$ cat src/rtl/cpu_consts.svh
`ifndef CPU_CONSTS_SVH
`define CPU_CONSTS_SVH

// one nibble per register and per ram word
`define CPU_DATA_W 4

// rom and ram use the same address width
`define CPU_ADDR_W 12

`define CPU_SP_W 8 // stack sits in the low 256 nibbles

// first fetch after reset
`define CPU_RESET_PC 12'h100

`define CPU_INSTR_CYCLES 5 // every opcode, nop included

`endif

$ cat src/rtl/cpu_isa_pkg.sv
`default_nettype none

package cpu_isa_pkg;

  // instruction groups handled by this core
  typedef enum logic [2:0] {
    op_nop,
    op_push,
    op_pop,
    op_ld_ri,
    op_ld_xhl,
    op_ld_yhl
  } opclass_t;

  // low nibble of the push and pop opcodes
  typedef enum logic [3:0] {
    a  = 4'd0,
    b  = 4'd1,
    mx = 4'd2,  // ram at x
    my = 4'd3,  // ram at y
    xp = 4'd4,
    xh = 4'd5,
    xl = 4'd6,
    yp = 4'd7,
    yh = 4'd8,
    yl = 4'd9,
    f  = 4'd10
  } operand_t;

  // opcode prefixes
  localparam logic [7:0] push_prefix   = 8'hfc;
  localparam logic [7:0] pop_prefix    = 8'hfd;
  localparam logic [3:0] ld_ri_prefix  = 4'he; // bits 7:6 must be clear too
  localparam logic [3:0] ld_xhl_prefix = 4'hb;
  localparam logic [3:0] ld_yhl_prefix = 4'h8;

endpackage

`default_nettype wire

$ cat src/rtl/cpu_exec_pkg.sv
`default_nettype none

package cpu_exec_pkg;

  // one phase per clock, five clocks per instruction
  typedef enum logic [2:0] {
    ph_fetch   = 3'd0,
    ph_decode  = 3'd1,
    ph_operand = 3'd2,
    ph_access  = 3'd3,
    ph_retire  = 3'd4
  } phase_t;

  // ram operation for the current phase
  typedef enum logic [2:0] {
    mem_none,
    mem_read_operand,   // mx or my read ahead of a push
    mem_write_stack,
    mem_read_stack,
    mem_write_indirect  // store through x or y
  } memop_t;

endpackage

`default_nettype wire

$ cat src/rtl/instr_decoder.sv
`timescale 1ns/100ps
`default_nettype none

`include "cpu_consts.svh"

module instr_decoder
  import cpu_isa_pkg::*;
  import cpu_exec_pkg::*;
(
  input  logic                   clk,
  input  logic                   rst_n,
  input  logic [11:0]            rom_data,
  output logic [`CPU_ADDR_W-1:0] rom_addr,
  output phase_t                 phase,
  output opclass_t               opclass,
  output operand_t               operand,
  output logic [7:0]             imm8,
  output memop_t                 memop,
  output logic                   retire
);

  logic [`CPU_ADDR_W-1:0] pc;
  logic [11:0]            ir;
  logic                   ind_operand;

  assign rom_addr = pc;
  assign retire   = (phase == ph_retire);

  // phase sequencer and pc
  always_ff @(posedge clk) begin
    if (!rst_n) begin
      phase <= ph_fetch;
      pc    <= `CPU_RESET_PC;
    end else begin
      case (phase)
        ph_fetch:   phase <= ph_decode;
        ph_decode:  phase <= ph_operand;
        ph_operand: phase <= ph_access;
        ph_access:  phase <= ph_retire;
        default:    phase <= ph_fetch;
      endcase
      if (phase == ph_retire) begin
        pc <= pc + 1'b1;
      end
    end
  end

  always_ff @(posedge clk) begin
    if (phase == ph_fetch) begin
      ir <= rom_data;
    end
  end

  assign imm8 = ir[7:0];

  always_comb begin
    opclass = op_nop;
    operand = a;
    if (ir[11:4] == push_prefix && ir[3:0] <= f) begin
      opclass = op_push;
      operand = operand_t'(ir[3:0]);
    end else if (ir[11:4] == pop_prefix && ir[3:0] <= f) begin
      opclass = op_pop;
      operand = operand_t'(ir[3:0]);
    end else if (ir[11:8] == ld_ri_prefix && ir[7:6] == 2'b00) begin
      opclass = op_ld_ri;
      operand = operand_t'({2'b00, ir[5:4]}); // a, b, mx or my
    end else if (ir[11:8] == ld_xhl_prefix) begin
      opclass = op_ld_xhl;
    end else if (ir[11:8] == ld_yhl_prefix) begin
      opclass = op_ld_yhl;
    end
  end

  assign ind_operand = (operand == mx) || (operand == my);

  // main op of the instruction, with per-phase overrides for mx/my
  always_comb begin
    case (opclass)
      op_push:  memop = mem_write_stack;
      op_pop:   memop = mem_read_stack;
      op_ld_ri: memop = ind_operand ? mem_write_indirect : mem_none;
      default:  memop = mem_none;
    endcase
    if (ind_operand && opclass == op_push && phase == ph_operand) begin
      memop = mem_read_operand;
    end
    if (ind_operand && opclass == op_pop && phase == ph_access) begin
      memop = mem_write_indirect; // popped nibble goes out through x or y
    end
    if (phase == ph_fetch) begin
      memop = mem_none; // fields still hold the previous opcode
    end
  end

  a_phase_cycle: assert property (@(posedge clk) disable iff (!rst_n)
    (phase == ph_fetch) |=> (phase == ph_decode) ##1 (phase == ph_operand)
      ##1 (phase == ph_access) ##1 (phase == ph_retire) ##1 (phase == ph_fetch));

  a_retire_pace: assert property (@(posedge clk) disable iff (!rst_n)
    retire |-> (phase == ph_retire) ##(`CPU_INSTR_CYCLES) retire);

endmodule

`default_nettype wire

$ cat src/rtl/reg_file.sv
`timescale 1ns/100ps
`default_nettype none

`include "cpu_consts.svh"

module reg_file
  import cpu_isa_pkg::*;
  import cpu_exec_pkg::*;
(
  input  logic                   clk,
  input  logic                   rst_n,
  input  phase_t                 phase,
  input  opclass_t               opclass,
  input  operand_t               operand,
  input  logic [7:0]             imm8,
  input  logic [`CPU_DATA_W-1:0] load_value,
  output logic [`CPU_DATA_W-1:0] src_value,
  output logic [`CPU_ADDR_W-1:0] x_addr,
  output logic [`CPU_ADDR_W-1:0] y_addr
);

  logic [`CPU_DATA_W-1:0] a_reg;
  logic [`CPU_DATA_W-1:0] b_reg;
  logic [`CPU_ADDR_W-1:0] x_reg; // xp xh xl
  logic [`CPU_ADDR_W-1:0] y_reg; // yp yh yl
  logic [`CPU_DATA_W-1:0] f_reg; // interrupt decimal zero carry

  assign x_addr = x_reg;
  assign y_addr = y_reg;

  // nibble for push
  always_comb begin
    case (operand)
      a:       src_value = a_reg;
      b:       src_value = b_reg;
      mx, my:  src_value = load_value; // read in ph_operand
      xp:      src_value = x_reg[11:8];
      xh:      src_value = x_reg[7:4];
      xl:      src_value = x_reg[3:0];
      yp:      src_value = y_reg[11:8];
      yh:      src_value = y_reg[7:4];
      yl:      src_value = y_reg[3:0];
      f:       src_value = f_reg;
      default: src_value = '0;
    endcase
  end

  // write-back, retire only
  always_ff @(posedge clk) begin
    if (!rst_n) begin
      a_reg <= '0;
      b_reg <= '0;
      x_reg <= '0;
      y_reg <= '0;
      f_reg <= '0;
    end else if (phase == ph_retire) begin
      case (opclass)
        op_pop: begin
          case (operand)
            a:       a_reg <= load_value;
            b:       b_reg <= load_value;
            xp:      x_reg[11:8] <= load_value;
            xh:      x_reg[7:4] <= load_value;
            xl:      x_reg[3:0] <= load_value;
            yp:      y_reg[11:8] <= load_value;
            yh:      y_reg[7:4] <= load_value;
            yl:      y_reg[3:0] <= load_value;
            f:       f_reg <= load_value;
            default: ; // mx and my land in ram
          endcase
        end
        op_ld_ri: begin
          if (operand == a) begin
            a_reg <= imm8[3:0];
          end else if (operand == b) begin
            b_reg <= imm8[3:0];
          end
        end
        op_ld_xhl: x_reg[7:0] <= imm8;
        op_ld_yhl: y_reg[7:0] <= imm8;
        default: ;
      endcase
    end
  end

endmodule

`default_nettype wire

$ cat src/rtl/stack_unit.sv
`timescale 1ns/100ps
`default_nettype none

`include "cpu_consts.svh"

module stack_unit
  import cpu_isa_pkg::*;
  import cpu_exec_pkg::*;
(
  input  logic                   clk,
  input  logic                   rst_n,
  input  phase_t                 phase,
  input  memop_t                 memop,
  input  operand_t               operand,
  input  logic [7:0]             imm8,
  input  logic [`CPU_DATA_W-1:0] src_value,
  input  logic [`CPU_ADDR_W-1:0] x_addr,
  input  logic [`CPU_ADDR_W-1:0] y_addr,
  input  logic [`CPU_DATA_W-1:0] ram_rdata,
  output logic [`CPU_ADDR_W-1:0] ram_addr,
  output logic [`CPU_DATA_W-1:0] ram_wdata,
  output logic                   ram_we,
  output logic [`CPU_DATA_W-1:0] load_value
);

  logic [`CPU_SP_W-1:0]   sp;
  logic [`CPU_ADDR_W-1:0] sp_addr;
  logic                   stack_rd; // pop read done early, pop into mx/my
  logic                   rd_phase;

  assign sp_addr = {{(`CPU_ADDR_W - `CPU_SP_W){1'b0}}, sp};

  always_comb begin
    case (memop)
      mem_read_operand, mem_write_indirect: ram_addr = (operand == my) ? y_addr : x_addr;
      default: ram_addr = sp_addr;
    endcase
  end

  assign ram_we = (phase == ph_access) &&
                  (memop == mem_write_stack || memop == mem_write_indirect);

  // indirect store takes the popped nibble or the immediate
  assign ram_wdata = (memop != mem_write_indirect) ? src_value :
                     stack_rd                      ? load_value : imm8[3:0];

  always_ff @(posedge clk) begin
    if (!rst_n) begin
      sp       <= '0;
      stack_rd <= 1'b0;
    end else begin
      if (phase == ph_operand) begin
        stack_rd <= (memop == mem_read_stack);
        if (memop == mem_write_stack || memop == mem_read_operand) begin
          sp <= sp - 1'b1; // every push
        end
      end
      if (phase == ph_retire && memop == mem_read_stack) begin
        sp <= sp + 1'b1;
      end
    end
  end

  assign rd_phase = (phase == ph_operand) || (phase == ph_access);

  always_ff @(posedge clk) begin
    if (rd_phase && (memop == mem_read_operand || memop == mem_read_stack)) begin
      load_value <= ram_rdata;
    end
  end

  a_we_single: assert property (@(posedge clk) disable iff (!rst_n)
    ram_we |-> (phase == ph_access) ##1 !ram_we);

  // push write lands one below the old sp
  a_push_addr: assert property (@(posedge clk) disable iff (!rst_n)
    (phase == ph_operand && (memop == mem_write_stack || memop == mem_read_operand))
      |=> (ram_we && ram_addr == {{(`CPU_ADDR_W - `CPU_SP_W){1'b0}}, $past(sp) - 1'b1}));

endmodule

`default_nettype wire

$ cat src/rtl/cpu_core.sv
`timescale 1ns/100ps
`default_nettype none

`include "cpu_consts.svh"

module cpu_core
  import cpu_isa_pkg::*;
  import cpu_exec_pkg::*;
(
  input  logic                   clk,
  input  logic                   rst_n,
  input  logic [11:0]            rom_data,
  output logic [`CPU_ADDR_W-1:0] rom_addr,
  output logic [`CPU_ADDR_W-1:0] ram_addr,
  output logic [`CPU_DATA_W-1:0] ram_wdata,
  output logic                   ram_we,
  input  logic [`CPU_DATA_W-1:0] ram_rdata,
  output logic                   retire
);

  phase_t                 phase;
  opclass_t               opclass;
  operand_t               operand;
  logic [7:0]             imm8;
  memop_t                 memop;
  logic [`CPU_DATA_W-1:0] src_value;
  logic [`CPU_DATA_W-1:0] load_value;
  logic [`CPU_ADDR_W-1:0] x_addr;
  logic [`CPU_ADDR_W-1:0] y_addr;

  instr_decoder u_decoder (
    .clk      (clk),
    .rst_n    (rst_n),
    .rom_data (rom_data),
    .rom_addr (rom_addr),
    .phase    (phase),
    .opclass  (opclass),
    .operand  (operand),
    .imm8     (imm8),
    .memop    (memop),
    .retire   (retire)
  );

  reg_file u_regs (
    .clk        (clk),
    .rst_n      (rst_n),
    .phase      (phase),
    .opclass    (opclass),
    .operand    (operand),
    .imm8       (imm8),
    .load_value (load_value),
    .src_value  (src_value),
    .x_addr     (x_addr),
    .y_addr     (y_addr)
  );

  stack_unit u_stack (
    .clk        (clk),
    .rst_n      (rst_n),
    .phase      (phase),
    .memop      (memop),
    .operand    (operand),
    .imm8       (imm8),
    .src_value  (src_value),
    .x_addr     (x_addr),
    .y_addr     (y_addr),
    .ram_rdata  (ram_rdata),
    .ram_addr   (ram_addr),
    .ram_wdata  (ram_wdata),
    .ram_we     (ram_we),
    .load_value (load_value)
  );

endmodule

`default_nettype wire

$ cat config.mk
export PLATFORM = sky130hd
export DESIGN_NAME = cpu_core
export DESIGN_NICKNAME = d
export VERILOG_FILES = /design/src/rtl/cpu_isa_pkg.sv /design/src/rtl/cpu_exec_pkg.sv /design/src/rtl/instr_decoder.sv /design/src/rtl/reg_file.sv /design/src/rtl/stack_unit.sv /design/src/rtl/cpu_core.sv
export VERILOG_INCLUDE_DIRS = /design/src /design/src/rtl
export SDC_FILE = /design/constraint.sdc
export NUM_CORES = 1
export LEC_CHECK = 0
export BUFFER_PORTS_ARGS = -buffer_cell sky130_fd_sc_hd__buf_2
export CORE_MARGIN = 1.5
export CORE_UTILIZATION = 30
export CTS_CLUSTER_SIZE = 10
export DETAILED_ROUTE_END_ITERATION = 16
export PLACE_DENSITY = 0.44
export SLEW_MARGIN = 20
export SYNTH_ARGS = -nofsm -noshare
export SYNTH_HDL_FRONTEND = slang
export SYNTH_HIERARCHICAL = 1
export SYNTH_SLANG_ARGS = --single-unit
export TNS_END_PERCENT = 10
$ cat constraint.sdc
create_clock -name clk -period 5.76 [get_ports clk]
set_input_delay 1.152 -clock clk [delete_from_list [all_inputs] [get_ports clk]]
set_output_delay 1.152 -clock clk [all_outputs]
set_load 0.03 [all_outputs]
==> tab_implementation.tex, run 1 <==
\begin{tabular}{lr}
\hline
Metric & Value \\
\hline
\multicolumn{2}{l}{\textbf{Floorplanning}} \\
Chip height & 128 um \\
Starting Density & 30.7\% \\
Standard cell core area & 0.0153 mm\^{}2 \\
I/O pin cnt & 48 \\
Cell row count & 45 \\
Overall die area & 0.0164 mm\^{}2 \\
Die Wd & 128 um \\
\multicolumn{2}{l}{\textbf{Logic synthesis}} \\
Cell variety after synth & 72 \\
Share of flip-flops with an asynchronous set or reset & 0\% \\
Register area share after synthesis & 35.9\% \\
Largest cells by area after synthesis & sky130\_fd\_sc\_hd\_\_dfxtp\_1 26\%, sky130\_fd\_sc\_hd\_\_mux2i\_1 12\%, sky130\_fd\_sc\_hd\_\_edfxtp\_1 10\% \\
Yosys top cell area share & 25.6\% \\
Flop and latch count out of synthesis & 76 \\
Post-synth net total & 532 \\
Warnings from Yosys & 6 \\
Combined area of all synthesized cells & 0.00469 mm\^{}2 \\
Mapped Cells & 506 \\
Most used DFF post-synth & sky130\_fd\_sc\_hd\_\_dfxtp\_1 \\
Number of enable-type register cells in the synthesized netlist & 16 \\
Synth Area per Inst & 9.27 um\^{}2 \\
Leading area contributor after synthesis & sky130\_fd\_sc\_hd\_\_dfxtp\_1 \\
\multicolumn{2}{l}{\textbf{Critical path}} \\
Endpoint class of the critical path & output port \\
Worst setup path category & reg2out \\
Worst R2R Setup Slack & 1560 ps \\
CP startpoint kind & flip-flop \\
Maximum fanout encountered on the critical timing path & 20 \\
Worst endpoint required time & 4610 ps \\
Crit path DAT & 3820 ps \\
\multicolumn{2}{l}{\textbf{Power and ir drop}} \\
Worst supply voltage drop on vdd & 144 uV \\
Sequential fraction of design power & 46.2\% \\
Proportion of total power due to net switching & 24.2\% \\
Proportion of power drawn by combinational gates & 6.5\% \\
Total internal power & 0.966 mW \\
Net Switching & 0.308 mW \\
Power density of the placed cells & 237 mW/mm\^{}2 \\
Share of total power in the clock network & 47.4\% \\
Power consumption & 1.27 mW \\
Leakage & 2.27 nW \\
\multicolumn{2}{l}{\textbf{STA}} \\
Final Hold Fails & 0 \\
Final period demand of the worst path & 4970 ps \\
Fin crit share & 86.3\% \\
Total Neg Setup Slack & 0 ps \\
Largest clock skew in the final design & 8.15 ps \\
Max-slew headroom at the worst pin & 41.8\% \\
Slew at the pin closest to its max-slew limit & 874 ps \\
Final number of setup-violating endpoints & 0 \\
Upper clock frequency limit & 201 MHz \\
Final Worst Setup Slack & 787 ps \\
Pins over their slew limit & 0 \\
RSZ-0062 raised after global routing & no \\
\multicolumn{2}{l}{\textbf{Detailed routing}} \\
Mean routed wirelength per cell & 17.5 um \\
Number of search-and-repair iterations in the first detailed-routing pass & 5 \\
Final antenna-violating net count & 0 \\
Routed wire length & 13.2 mm \\
Via-per-instance ratio & 5.29 \\
DRC violation total after the first TritonRoute iteration & 249 \\
DRC violations left & 0 \\
Via count of the routed design & 3986 \\
\multicolumn{2}{l}{\textbf{Clock network}} \\
Deepest level of the CTS H-tree & 3 \\
CTS tree & yes \\
Clock-pin slew of the registers on the worst-case setup and hold paths & 60 ps \\
CTS root buffer & sky130\_fd\_sc\_hd\_\_clkbuf\_16 \\
CTS Hold Buffers Added & 0 \\
Largest buffer count on any clock path & 2 \\
Clock insertion delay at the later pin of the skew report & 350 ps \\
Clock buffer count from CTS & 9 \\
Setup fix buffers added after clock tree synthesis & 0 \\
Total clock sinks & 76 \\
Resized Gates After CTS & 0 \\
\multicolumn{2}{l}{\textbf{Cells and area}} \\
Non-filler cells, final & 754 \\
Fraction of final layout cells sized beyond drive strength 1 & 17.1\% \\
Total number of nets in the final design & 564 \\
Number of fillers in the final layout & 1614 \\
Layout area overhead & 14.8\% \\
N\_diodes & 0 \\
\multicolumn{2}{l}{\textbf{Global route}} \\
First-pass GRT wire length & 20.6 mm \\
Via count of the first global-routing pass & 3650 \\
Final global-route overflow total & 0 \\
GR Util All Layers & 16.5\% \\
Pin count of the biggest net entering global routing & 50 \\
Initial antenna violation count & 0 \\
\multicolumn{2}{l}{\textbf{Placed design}} \\
Half-perimeter wire length of the detailed placement result & 9.83 mm \\
Count of buffers from port buffering & 47 \\
Final weighted congestion in routability-driven placement & 0.860 \\
Pre-CTS setup slack & 1220 ps \\
Placed instance count & 738 \\
\multicolumn{2}{l}{\textbf{Job}} \\
Max-capacitance violation count & 0 \\
\multicolumn{2}{l}{\textbf{Status}} \\
Outcome & completed \\
\multicolumn{2}{l}{\textbf{Hold path}} \\
Worst min-delay path category & reg2reg \\
\hline
\end{tabular}
==> placed cells by master, fill, tap and decap left out, types with 4 or more instances in the layout <==
master,Yosys,routed
sky130_fd_sc_hd__nand2_1,46,46
sky130_fd_sc_hd__clkbuf_16,0,10
sky130_fd_sc_hd__o21a_1,4,4
sky130_fd_sc_hd__nor4_1,4,4
sky130_fd_sc_hd__nor2b_1,11,11
sky130_fd_sc_hd__buf_4,8,8
sky130_fd_sc_hd__xor2_1,8,8
sky130_fd_sc_hd__buf_2,12,47
sky130_fd_sc_hd__nor3_1,9,8
sky130_fd_sc_hd__a21oi_1,16,16
sky130_fd_sc_hd__a31oi_1,7,7
sky130_fd_sc_hd__a21o_1,4,4
sky130_fd_sc_hd__nor3b_1,5,5
sky130_fd_sc_hd__and3_1,6,6
sky130_fd_sc_hd__and2_1,5,5
sky130_fd_sc_hd__mux2i_1,57,57
sky130_fd_sc_hd__nand3_1,22,22
sky130_fd_sc_hd__o211a_1,24,24
sky130_fd_sc_hd__dfxtp_1,60,60
sky130_fd_sc_hd__nor2_1,41,41
sky130_fd_sc_hd__nand4_1,7,7
sky130_fd_sc_hd__edfxtp_1,16,16
sky130_fd_sc_hd__o21ai_0,23,22
sky130_fd_sc_hd__inv_1,6,6
sky130_fd_sc_hd__o211ai_1,4,4
sky130_fd_sc_hd__nand2b_1,10,10
sky130_fd_sc_hd__ha_1,7,7
sky130_fd_sc_hd__xnor2_1,8,8
==> power by group through the flow <==
stage | registers [mW] | clock network, mW | logic (mW)
5_1_grt | 0.591 | 0.645 | 0.0895
2_1_floorplan | 0.583 | 0 | 0.0726
3_3_place_gp | 0.597 | 0 | 0.0824
4_1_cts | 0.588 | 0.623 | 0.0827
6_report | 0.588 | 0.603 | 0.0824
3_5_place_dp | 0.599 | 0 | 0.0823
==> Yosys cell counts (4+ instances only) <==
cell type,instances
sky130_fd_sc_hd__dfxtp_1,60
sky130_fd_sc_hd__mux2i_1,57
sky130_fd_sc_hd__nand2_1,46
sky130_fd_sc_hd__nor2_1,41
sky130_fd_sc_hd__o211a_1,24
sky130_fd_sc_hd__o21ai_0,23
sky130_fd_sc_hd__nand3_1,22
sky130_fd_sc_hd__a21oi_1,16
sky130_fd_sc_hd__edfxtp_1,16
sky130_fd_sc_hd__buf_2,12
sky130_fd_sc_hd__clkbuf_1,11
sky130_fd_sc_hd__nor2b_1,11
sky130_fd_sc_hd__nand2b_1,10
sky130_fd_sc_hd__nor3_1,9
sky130_fd_sc_hd__buf_4,8
sky130_fd_sc_hd__xnor2_1,8
sky130_fd_sc_hd__xor2_1,8
sky130_fd_sc_hd__a31oi_1,7
sky130_fd_sc_hd__ha_1,7
sky130_fd_sc_hd__nand4_1,7
sky130_fd_sc_hd__and3_1,6
sky130_fd_sc_hd__inv_1,6
sky130_fd_sc_hd__and2_1,5
sky130_fd_sc_hd__nor3b_1,5
sky130_fd_sc_hd__a21o_1,4
sky130_fd_sc_hd__nor4_1,4
sky130_fd_sc_hd__o211ai_1,4
sky130_fd_sc_hd__o21a_1,4
==> worst paths after layout <==
| check | startpoint | end | depth (start not counted) |
|---|---|---|---|
| worst max register to register | u_decoder/ir[8]$_DFFE_PN_ | u_stack/sp[5]$_SDFFE_PN0P_ | 12 |
| worst max-delay path | u_decoder/ir[5]$_DFFE_PN_ | ram_wdata[1] | 10 |
| worst min-delay path | u_regs/x_addr[11]$_SDFFE_PN0P_ | u_regs/x_addr[11]$_SDFFE_PN0P_ | 2 |
| worst min register to register | u_regs/x_addr[11]$_SDFFE_PN0P_ | u_regs/x_addr[11]$_SDFFE_PN0P_ | 2 |
==> final cells by class <==
class / count / area (um^2) / area share (%)
repair buffers: 55 / 295 / 5.48
multi-input cells: 388 / 2790 / 51.8
clock inverters: 5 / 57.6 / 1.07
clock buffers: 11 / 264 / 4.90
flip-flops and latches: 76 / 1680 / 31.2
inverters: 8 / 30.0 / 0.558
well taps: 211 / 264 / 4.90
==> worst max-delay path, cell delays in order, from the launching register on <==
cell and delay (ps):
sky130_fd_sc_hd__edfxtp_1 450, sky130_fd_sc_hd__nand4b_1 310, sky130_fd_sc_hd__a211oi_1 580, sky130_fd_sc_hd__and2_1 670, sky130_fd_sc_hd__nand2b_1 310, sky130_fd_sc_hd__nor2_1 90, sky130_fd_sc_hd__a32o_1 260, sky130_fd_sc_hd__a2111o_1 410
sky130_fd_sc_hd__nor2_1 110, sky130_fd_sc_hd__a21oi_1 60, sky130_fd_sc_hd__buf_2 220
==> routing by layer <==
| metal | track usage (%) | vias to the layer above | part of all wire, % |
|---|---|---|---|
| met4 | 7.53 | 0 | 3.2 |
| met2 | 26.9 | 111 | 48 |
| li1 | - | 1941 | - |
| met5 | 0 | - | 0 |
| met3 | 2.92 | 27 | 3.9 |
| met1 | 21.3 | 1907 | 45 |
==> logic make-up (layout without fill, tap and decap cells) <==
group           count (synthesis)  after routing  synth area share [%]
simple gates                  199            199                  24.1
buf+inv                        42             79                  4.80
xor+xnor                       16             16                  2.99
fa+ha+maj                       8              8                  2.29
mux                            57             57                  12.2
flops                          76             76                  35.9
compound gates                108            108                  17.8
==> stage by stage <==
step                      hold slack, ps  cell area (um^2)  utilization [%]
final                                481              5380             35.3
after global routing                 500              5380             35.3
after CTS                            486              5380             35.3
after detailed placement             475              5060             33.2
after global placement               478              5060             33.2
after floorplan                      447              4690                -
No activity file was read; power rests on OpenSTA's default activity.
==> run 2: changes to the inputs <==
--- a/config.mk
+++ b/config.mk
@@ -6,6 +6,7 @@
 export SDC_FILE = /design/constraint.sdc
 export NUM_CORES = 1
 export LEC_CHECK = 0
+export ABC_AREA = 1
 export BUFFER_PORTS_ARGS = -buffer_cell sky130_fd_sc_hd__buf_2
 export CORE_MARGIN = 1.5
 export CORE_UTILIZATION = 30
@@ -17,4 +18,4 @@
 export SYNTH_HDL_FRONTEND = slang
 export SYNTH_HIERARCHICAL = 1
 export SYNTH_SLANG_ARGS = --single-unit
-export TNS_END_PERCENT = 10
+export TNS_END_PERCENT = 1
==> run 2 against run 1 <==
Global-route usage up 0.50 points. Sequential power down 3%. Clock-buffer cell count down 2. First-iteration DRC count down 2.4%. Critical path depth up 6. Highest routed layer unchanged. Clock power down 13%. Final cell count up 27%. Register-to-register slack better by 470 ps. Combinational power down 6.6%. Synthesized cell count up 39%. Worst hold slack better by 3.1 ps.
==> tab_implementation.tex, run 2 <==
\begin{tabular}{lr}
\hline
Metric & Value \\
\hline
\multicolumn{2}{l}{\textbf{Logic synthesis}} \\
Mux contribution to synthesized area & 0.853\% (-11 points) \\
Largest family of logic cells by synthesized area & simple AND/OR/NAND/NOR gates \\
Synth Area in Compound Gates & 11.1\% (-6.7 points) \\
Leading area contributor after synthesis & sky130\_fd\_sc\_hd\_\_dfxtp\_1 \\
Top-count cell post-synth & sky130\_fd\_sc\_hd\_\_nand2\_1 \\
Adder-cell share of the synthesized area & 2.29\% (-0.0031 points) \\
Share of flip-flops with an asynchronous set or reset & 0\% (unchanged) \\
Simple-gate share of the synthesized area & 38.6\% (+14 points) \\
Largest cells by area after synthesis & sky130\_fd\_sc\_hd\_\_dfxtp\_1 26\%, sky130\_fd\_sc\_hd\_\_nand2\_1 15\%, sky130\_fd\_sc\_hd\_\_nor2\_1 11\% \\
Synthesized-area fraction occupied by xor and xnor cells & 0.933\% (-2.1 points) \\
Mapped Cells & 703 (+39\%) \\
Register area share after synthesis & 35.8\% (-0.048 points) \\
Number of enable-type register cells in the synthesized netlist & 16 (unchanged) \\
Cell variety after synth & 44 (-39\%) \\
Most common library cells after synthesis & 191 x sky130\_fd\_sc\_hd\_\_nand2\_1, 138 x sky130\_fd\_sc\_hd\_\_nor2\_1, 75 x sky130\_fd\_sc\_hd\_\_inv\_1, 60 x sky130\_fd\_sc\_hd\_\_dfxtp\_1, 52 x sky130\_fd\_sc\_hd\_\_o21ai\_0 \\
Flop and latch count out of synthesis & 76 (unchanged) \\
Post-synth net total & 729 (+37\%) \\
Combined area of all synthesized cells & 0.00470 mm\^{}2 (+0.13\%) \\
Synth Area per Inst & 6.68 um\^{}2 (-28\%) \\
Yosys top cell area share & 25.6\% (-0.034 points) \\
Warnings from Yosys & 6 (unchanged) \\
Most used DFF post-synth & sky130\_fd\_sc\_hd\_\_dfxtp\_1 \\
\multicolumn{2}{l}{\textbf{Critical path}} \\
Worst endpoint required time & 4610 ps (about the same) \\
Worst setup path category & reg2out \\
End of the worst register-to-register path & u\_stack/sp[6]\$\_SDFFE\_PN0P\_ \\
Most used cell along the critical path & sky130\_fd\_sc\_hd\_\_nand2\_1 \\
CP startpoint kind & flip-flop \\
Crit path DAT & 3250 ps (-570 ps) \\
R2R cell count & 22 (+10) \\
Startpoint of the lowest-slack register-to-register path & u\_decoder/ir[2]\$\_DFFE\_PN\_ \\
Source of the critical timing path & u\_decoder/ir[2]\$\_DFFE\_PN\_ \\
Largest stage delay, worst path & 440 ps (-230 ps) \\
Series of cell instances along the critical path & inv\_1, nand2\_1, nand2\_1, nand3\_1, nand2\_2, nand2\_1, nand2\_2, nand3\_1, a21oi\_1, inv\_2, nor3\_4, nor2\_4, clkinv\_4, nor2\_1, a31oi\_1, buf\_2 \\
CP delay by family, top & simple AND/OR/NAND/NOR gates \\
Worst path bufs/invs & 4 (+3) \\
Maximum fanout encountered on the critical timing path & 16 (-20\%) \\
Slowest cell on crit path & sky130\_fd\_sc\_hd\_\_edfxtp\_1 \\
Endpoint class of the critical path & output port \\
Worst R2R Setup Slack & 2030 ps (+470 ps) \\
\multicolumn{2}{l}{\textbf{Detailed routing}} \\
Final antenna-violating net count & 0 (unchanged) \\
Number of search-and-repair iterations in the first detailed-routing pass & 5 (unchanged) \\
Mean routed wirelength per cell & 13.7 um (-22\%) \\
Via-per-instance ratio & 4.63 (-12\%) \\
DRC violation total after the first TritonRoute iteration & 243 (-2.4\%) \\
Routed wire length & 13.1 mm (-0.38\%) \\
Via count of the routed design & 4428 (+11\%) \\
DRC violations left & 0 (unchanged) \\
\multicolumn{2}{l}{\textbf{Hold path}} \\
Min-delay src & u\_regs/a\_reg[1]\$\_SDFFE\_PN0P\_ \\
Worst min-delay path category & reg2reg \\
Worst hold endpoint & u\_regs/a\_reg[1]\$\_SDFFE\_PN0P\_ \\
Instance count along the most critical hold path & 2 (unchanged) \\
\multicolumn{2}{l}{\textbf{Clock network}} \\
CTS root buffer & sky130\_fd\_sc\_hd\_\_clkbuf\_16 \\
Clock insertion delay at the later pin of the skew report & 340 ps (about the same) \\
Deepest level of the CTS H-tree & 3 (unchanged) \\
Total clock sinks & 76 (unchanged) \\
CTS Hold Buffers Added & 0 (unchanged) \\
CTS tree & yes \\
Resized Gates After CTS & 0 (unchanged) \\
Clock-pin slew of the registers on the worst-case setup and hold paths & 60 ps (about the same) \\
Setup fix buffers added after clock tree synthesis & 0 (unchanged) \\
Largest buffer count on any clock path & 2 (unchanged) \\
Clock buffer count from CTS & 9 (unchanged) \\
\multicolumn{2}{l}{\textbf{Global route}} \\
Global-route met3 utilization & 2.71\% (-0.21 points) \\
First-pass GRT wire length & 21.5 mm (+4.5\%) \\
Global routing's busiest layer & met2 \\
Initial antenna violation count & 0 (unchanged) \\
Final global-route overflow total & 0 (unchanged) \\
GR Util All Layers & 17.0\% (+0.50 points) \\
Met2 Usage GRT & 26.2\% (-0.73 points) \\
Global routing usage on met1 & 24.1\% (+2.8 points) \\
Via count of the first global-routing pass & 4116 (+13\%) \\
Pin count of the biggest net entering global routing & 57 (+14\%) \\
\multicolumn{2}{l}{\textbf{STA}} \\
Total Neg Setup Slack & 0 ps (unchanged) \\
Final period demand of the worst path & 4400 ps (-576 ps) \\
Upper clock frequency limit & 227 MHz (+13\%) \\
Final number of setup-violating endpoints & 0 (unchanged) \\
Final Hold Fails & 0 (unchanged) \\
Largest clock skew in the final design & 6.81 ps (-1.35 ps) \\
Slew at the pin closest to its max-slew limit & 1030 ps (+155 ps) \\
RSZ-0062 raised after global routing & no \\
Fin crit share & 76.3\% (-10 points) \\
Pins over their slew limit & 0 (unchanged) \\
Max-slew headroom at the worst pin & 31.4\% (-10 points) \\
\multicolumn{2}{l}{\textbf{Job}} \\
Max-capacitance violation count & 0 (unchanged) \\
\multicolumn{2}{l}{\textbf{Cells and area}} \\
N\_diodes & 0 (unchanged) \\
Most frequent cells in the layout & 191 x sky130\_fd\_sc\_hd\_\_nand2\_1, 138 x sky130\_fd\_sc\_hd\_\_nor2\_1, 75 x sky130\_fd\_sc\_hd\_\_inv\_1, 60 x sky130\_fd\_sc\_hd\_\_dfxtp\_1, 52 x sky130\_fd\_sc\_hd\_\_o21ai\_0 \\
Register Area & 0.00168 mm\^{}2 (unchanged) \\
Fraction of final layout cells sized beyond drive strength 1 & 16.1\% (-1.0 points) \\
Multi-input combinational cell area & 0.00252 mm\^{}2 (-9.6\%) \\
Most frequent standard cell in the layout excluding fill and tap cells & sky130\_fd\_sc\_hd\_\_nand2\_1 \\
Layout area overhead & 13.5\% \\
Total number of nets in the final design & 767 (+36\%) \\
Number of fillers in the final layout & 1666 (+3.2\%) \\
Non-filler cells, final & 957 (+27\%) \\
\multicolumn{2}{l}{\textbf{Floorplanning}} \\
Standard cell core area & 0.0153 mm\^{}2 (unchanged) \\
I/O pin cnt & 48 (unchanged) \\
Overall die area & 0.0164 mm\^{}2 (+0.13\%) \\
Starting Density & 30.8\% (+0.041 points) \\
Die Wd & 128 um (about the same) \\
Cell row count & 45 (unchanged) \\
Chip height & 128 um (about the same) \\
\multicolumn{2}{l}{\textbf{Placed design}} \\
Placed instance count & 941 (+28\%) \\
Half-perimeter wire length of the detailed placement result & 10.3 mm (+4.5\%) \\
Final weighted congestion in routability-driven placement & 0.892 (+3.7\%) \\
Count of buffers from port buffering & 47 (unchanged) \\
\multicolumn{2}{l}{\textbf{Power and ir drop}} \\
Leakage & 2.42 nW (+6.8\%) \\
Worst supply voltage drop on vdd & 126 uV (-12\%) \\
Power density of the placed cells & 220 mW/mm\^{}2 (-6.9\%) \\
\multicolumn{2}{l}{\textbf{Status}} \\
Outcome & completed \\
\hline
\end{tabular}
[run 2: worst max path at each step]
stage,to,slack (ps),depth (start not counted)
after global placement,ram_wdata[3],1900,16
after CTS,ram_addr[5],1370,16
after floorplan,ram_addr[0],2040,12
after detailed placement,ram_addr[5],1750,16
final,ram_addr[0],1360,16
after global routing,ram_addr[1],1050,16
[run 2: cell type report]
type	count	share of cell area, %
multi-input cells	519	47.3
clock inverters	7	0.939
inverters	86	6.29
well taps	211	4.95
flip-flops and latches	76	31.6
clock buffers	9	4.23
repair buffers	49	4.70
[run 2: power breakdown]
group	internal, mW	total [mW]	switching (mW)
sequential	0.557	0.571	0.0132
clock	0.293	0.526	0.232
combinational	0.0236	0.0770	0.0534
total	0.874	1.17	0.299
[run 2: kinds of logic (layout without fill, tap and decap cells)]
| family | Yosys count | in the layout |
|---|---|---|
| AO/OA/AOI/OAI | 95 | 95 |
| XOR/XNOR | 5 | 5 |
| adder cells (fa/ha/maj) | 8 | 8 |
| buffers and inverters | 108 | 151 |
| flip-flops | 76 | 76 |
| multiplexers | 4 | 4 |
| AND/OR/NAND/NOR | 407 | 407 |
[run 2: per-layer routing]
metal  vias up  part of all wire, %
li1       2297                    -
met1      2021                   51
met2        94                   44
met3        16                  3.8
met4         0                  1.5
met5         -                    0
[run 2: metrics by stage]
| step | power (mW) | setup slack, ps | instance area [um^2] | hold slack, ps | utilization (%) |
|---|---|---|---|---|---|
| finish | 1.17 | 1360 | 5330 | 484 | 34.9 |
| global route | 1.23 | 1050 | 5330 | 509 | 34.9 |
| CTS | 1.19 | 1370 | 5330 | 489 | 34.9 |
| detailed placement | 0.660 | 1750 | 5050 | 478 | 33.1 |
| global placement | 0.659 | 1900 | 5050 | 473 | 33.1 |
| floorplan | 0.639 | 2040 | 4700 | 454 | - |
[run 2: worst register-to-register path, cell delays in order (launching register included)]
cell,delay (ps)
sky130_fd_sc_hd__edfxtp_1,440
sky130_fd_sc_hd__inv_1,130
sky130_fd_sc_hd__nand2_1,70
sky130_fd_sc_hd__nand2_1,80
sky130_fd_sc_hd__nand3_1,170
sky130_fd_sc_hd__nand2_2,160
sky130_fd_sc_hd__nand2_1,70
sky130_fd_sc_hd__nand2_2,220
sky130_fd_sc_hd__nand3_1,150
sky130_fd_sc_hd__nand2_1,90
sky130_fd_sc_hd__inv_1,40
sky130_fd_sc_hd__nor2_1,250
sky130_fd_sc_hd__inv_1,130
sky130_fd_sc_hd__nor3_2,180
sky130_fd_sc_hd__nand2_2,240
sky130_fd_sc_hd__ha_1,460
sky130_fd_sc_hd__nand2_1,70
sky130_fd_sc_hd__o21ai_0,260
sky130_fd_sc_hd__nand2_1,130
sky130_fd_sc_hd__nand3_1,100
sky130_fd_sc_hd__nand2_1,60
sky130_fd_sc_hd__nor2_1,100
sky130_fd_sc_hd__nor2_1,50
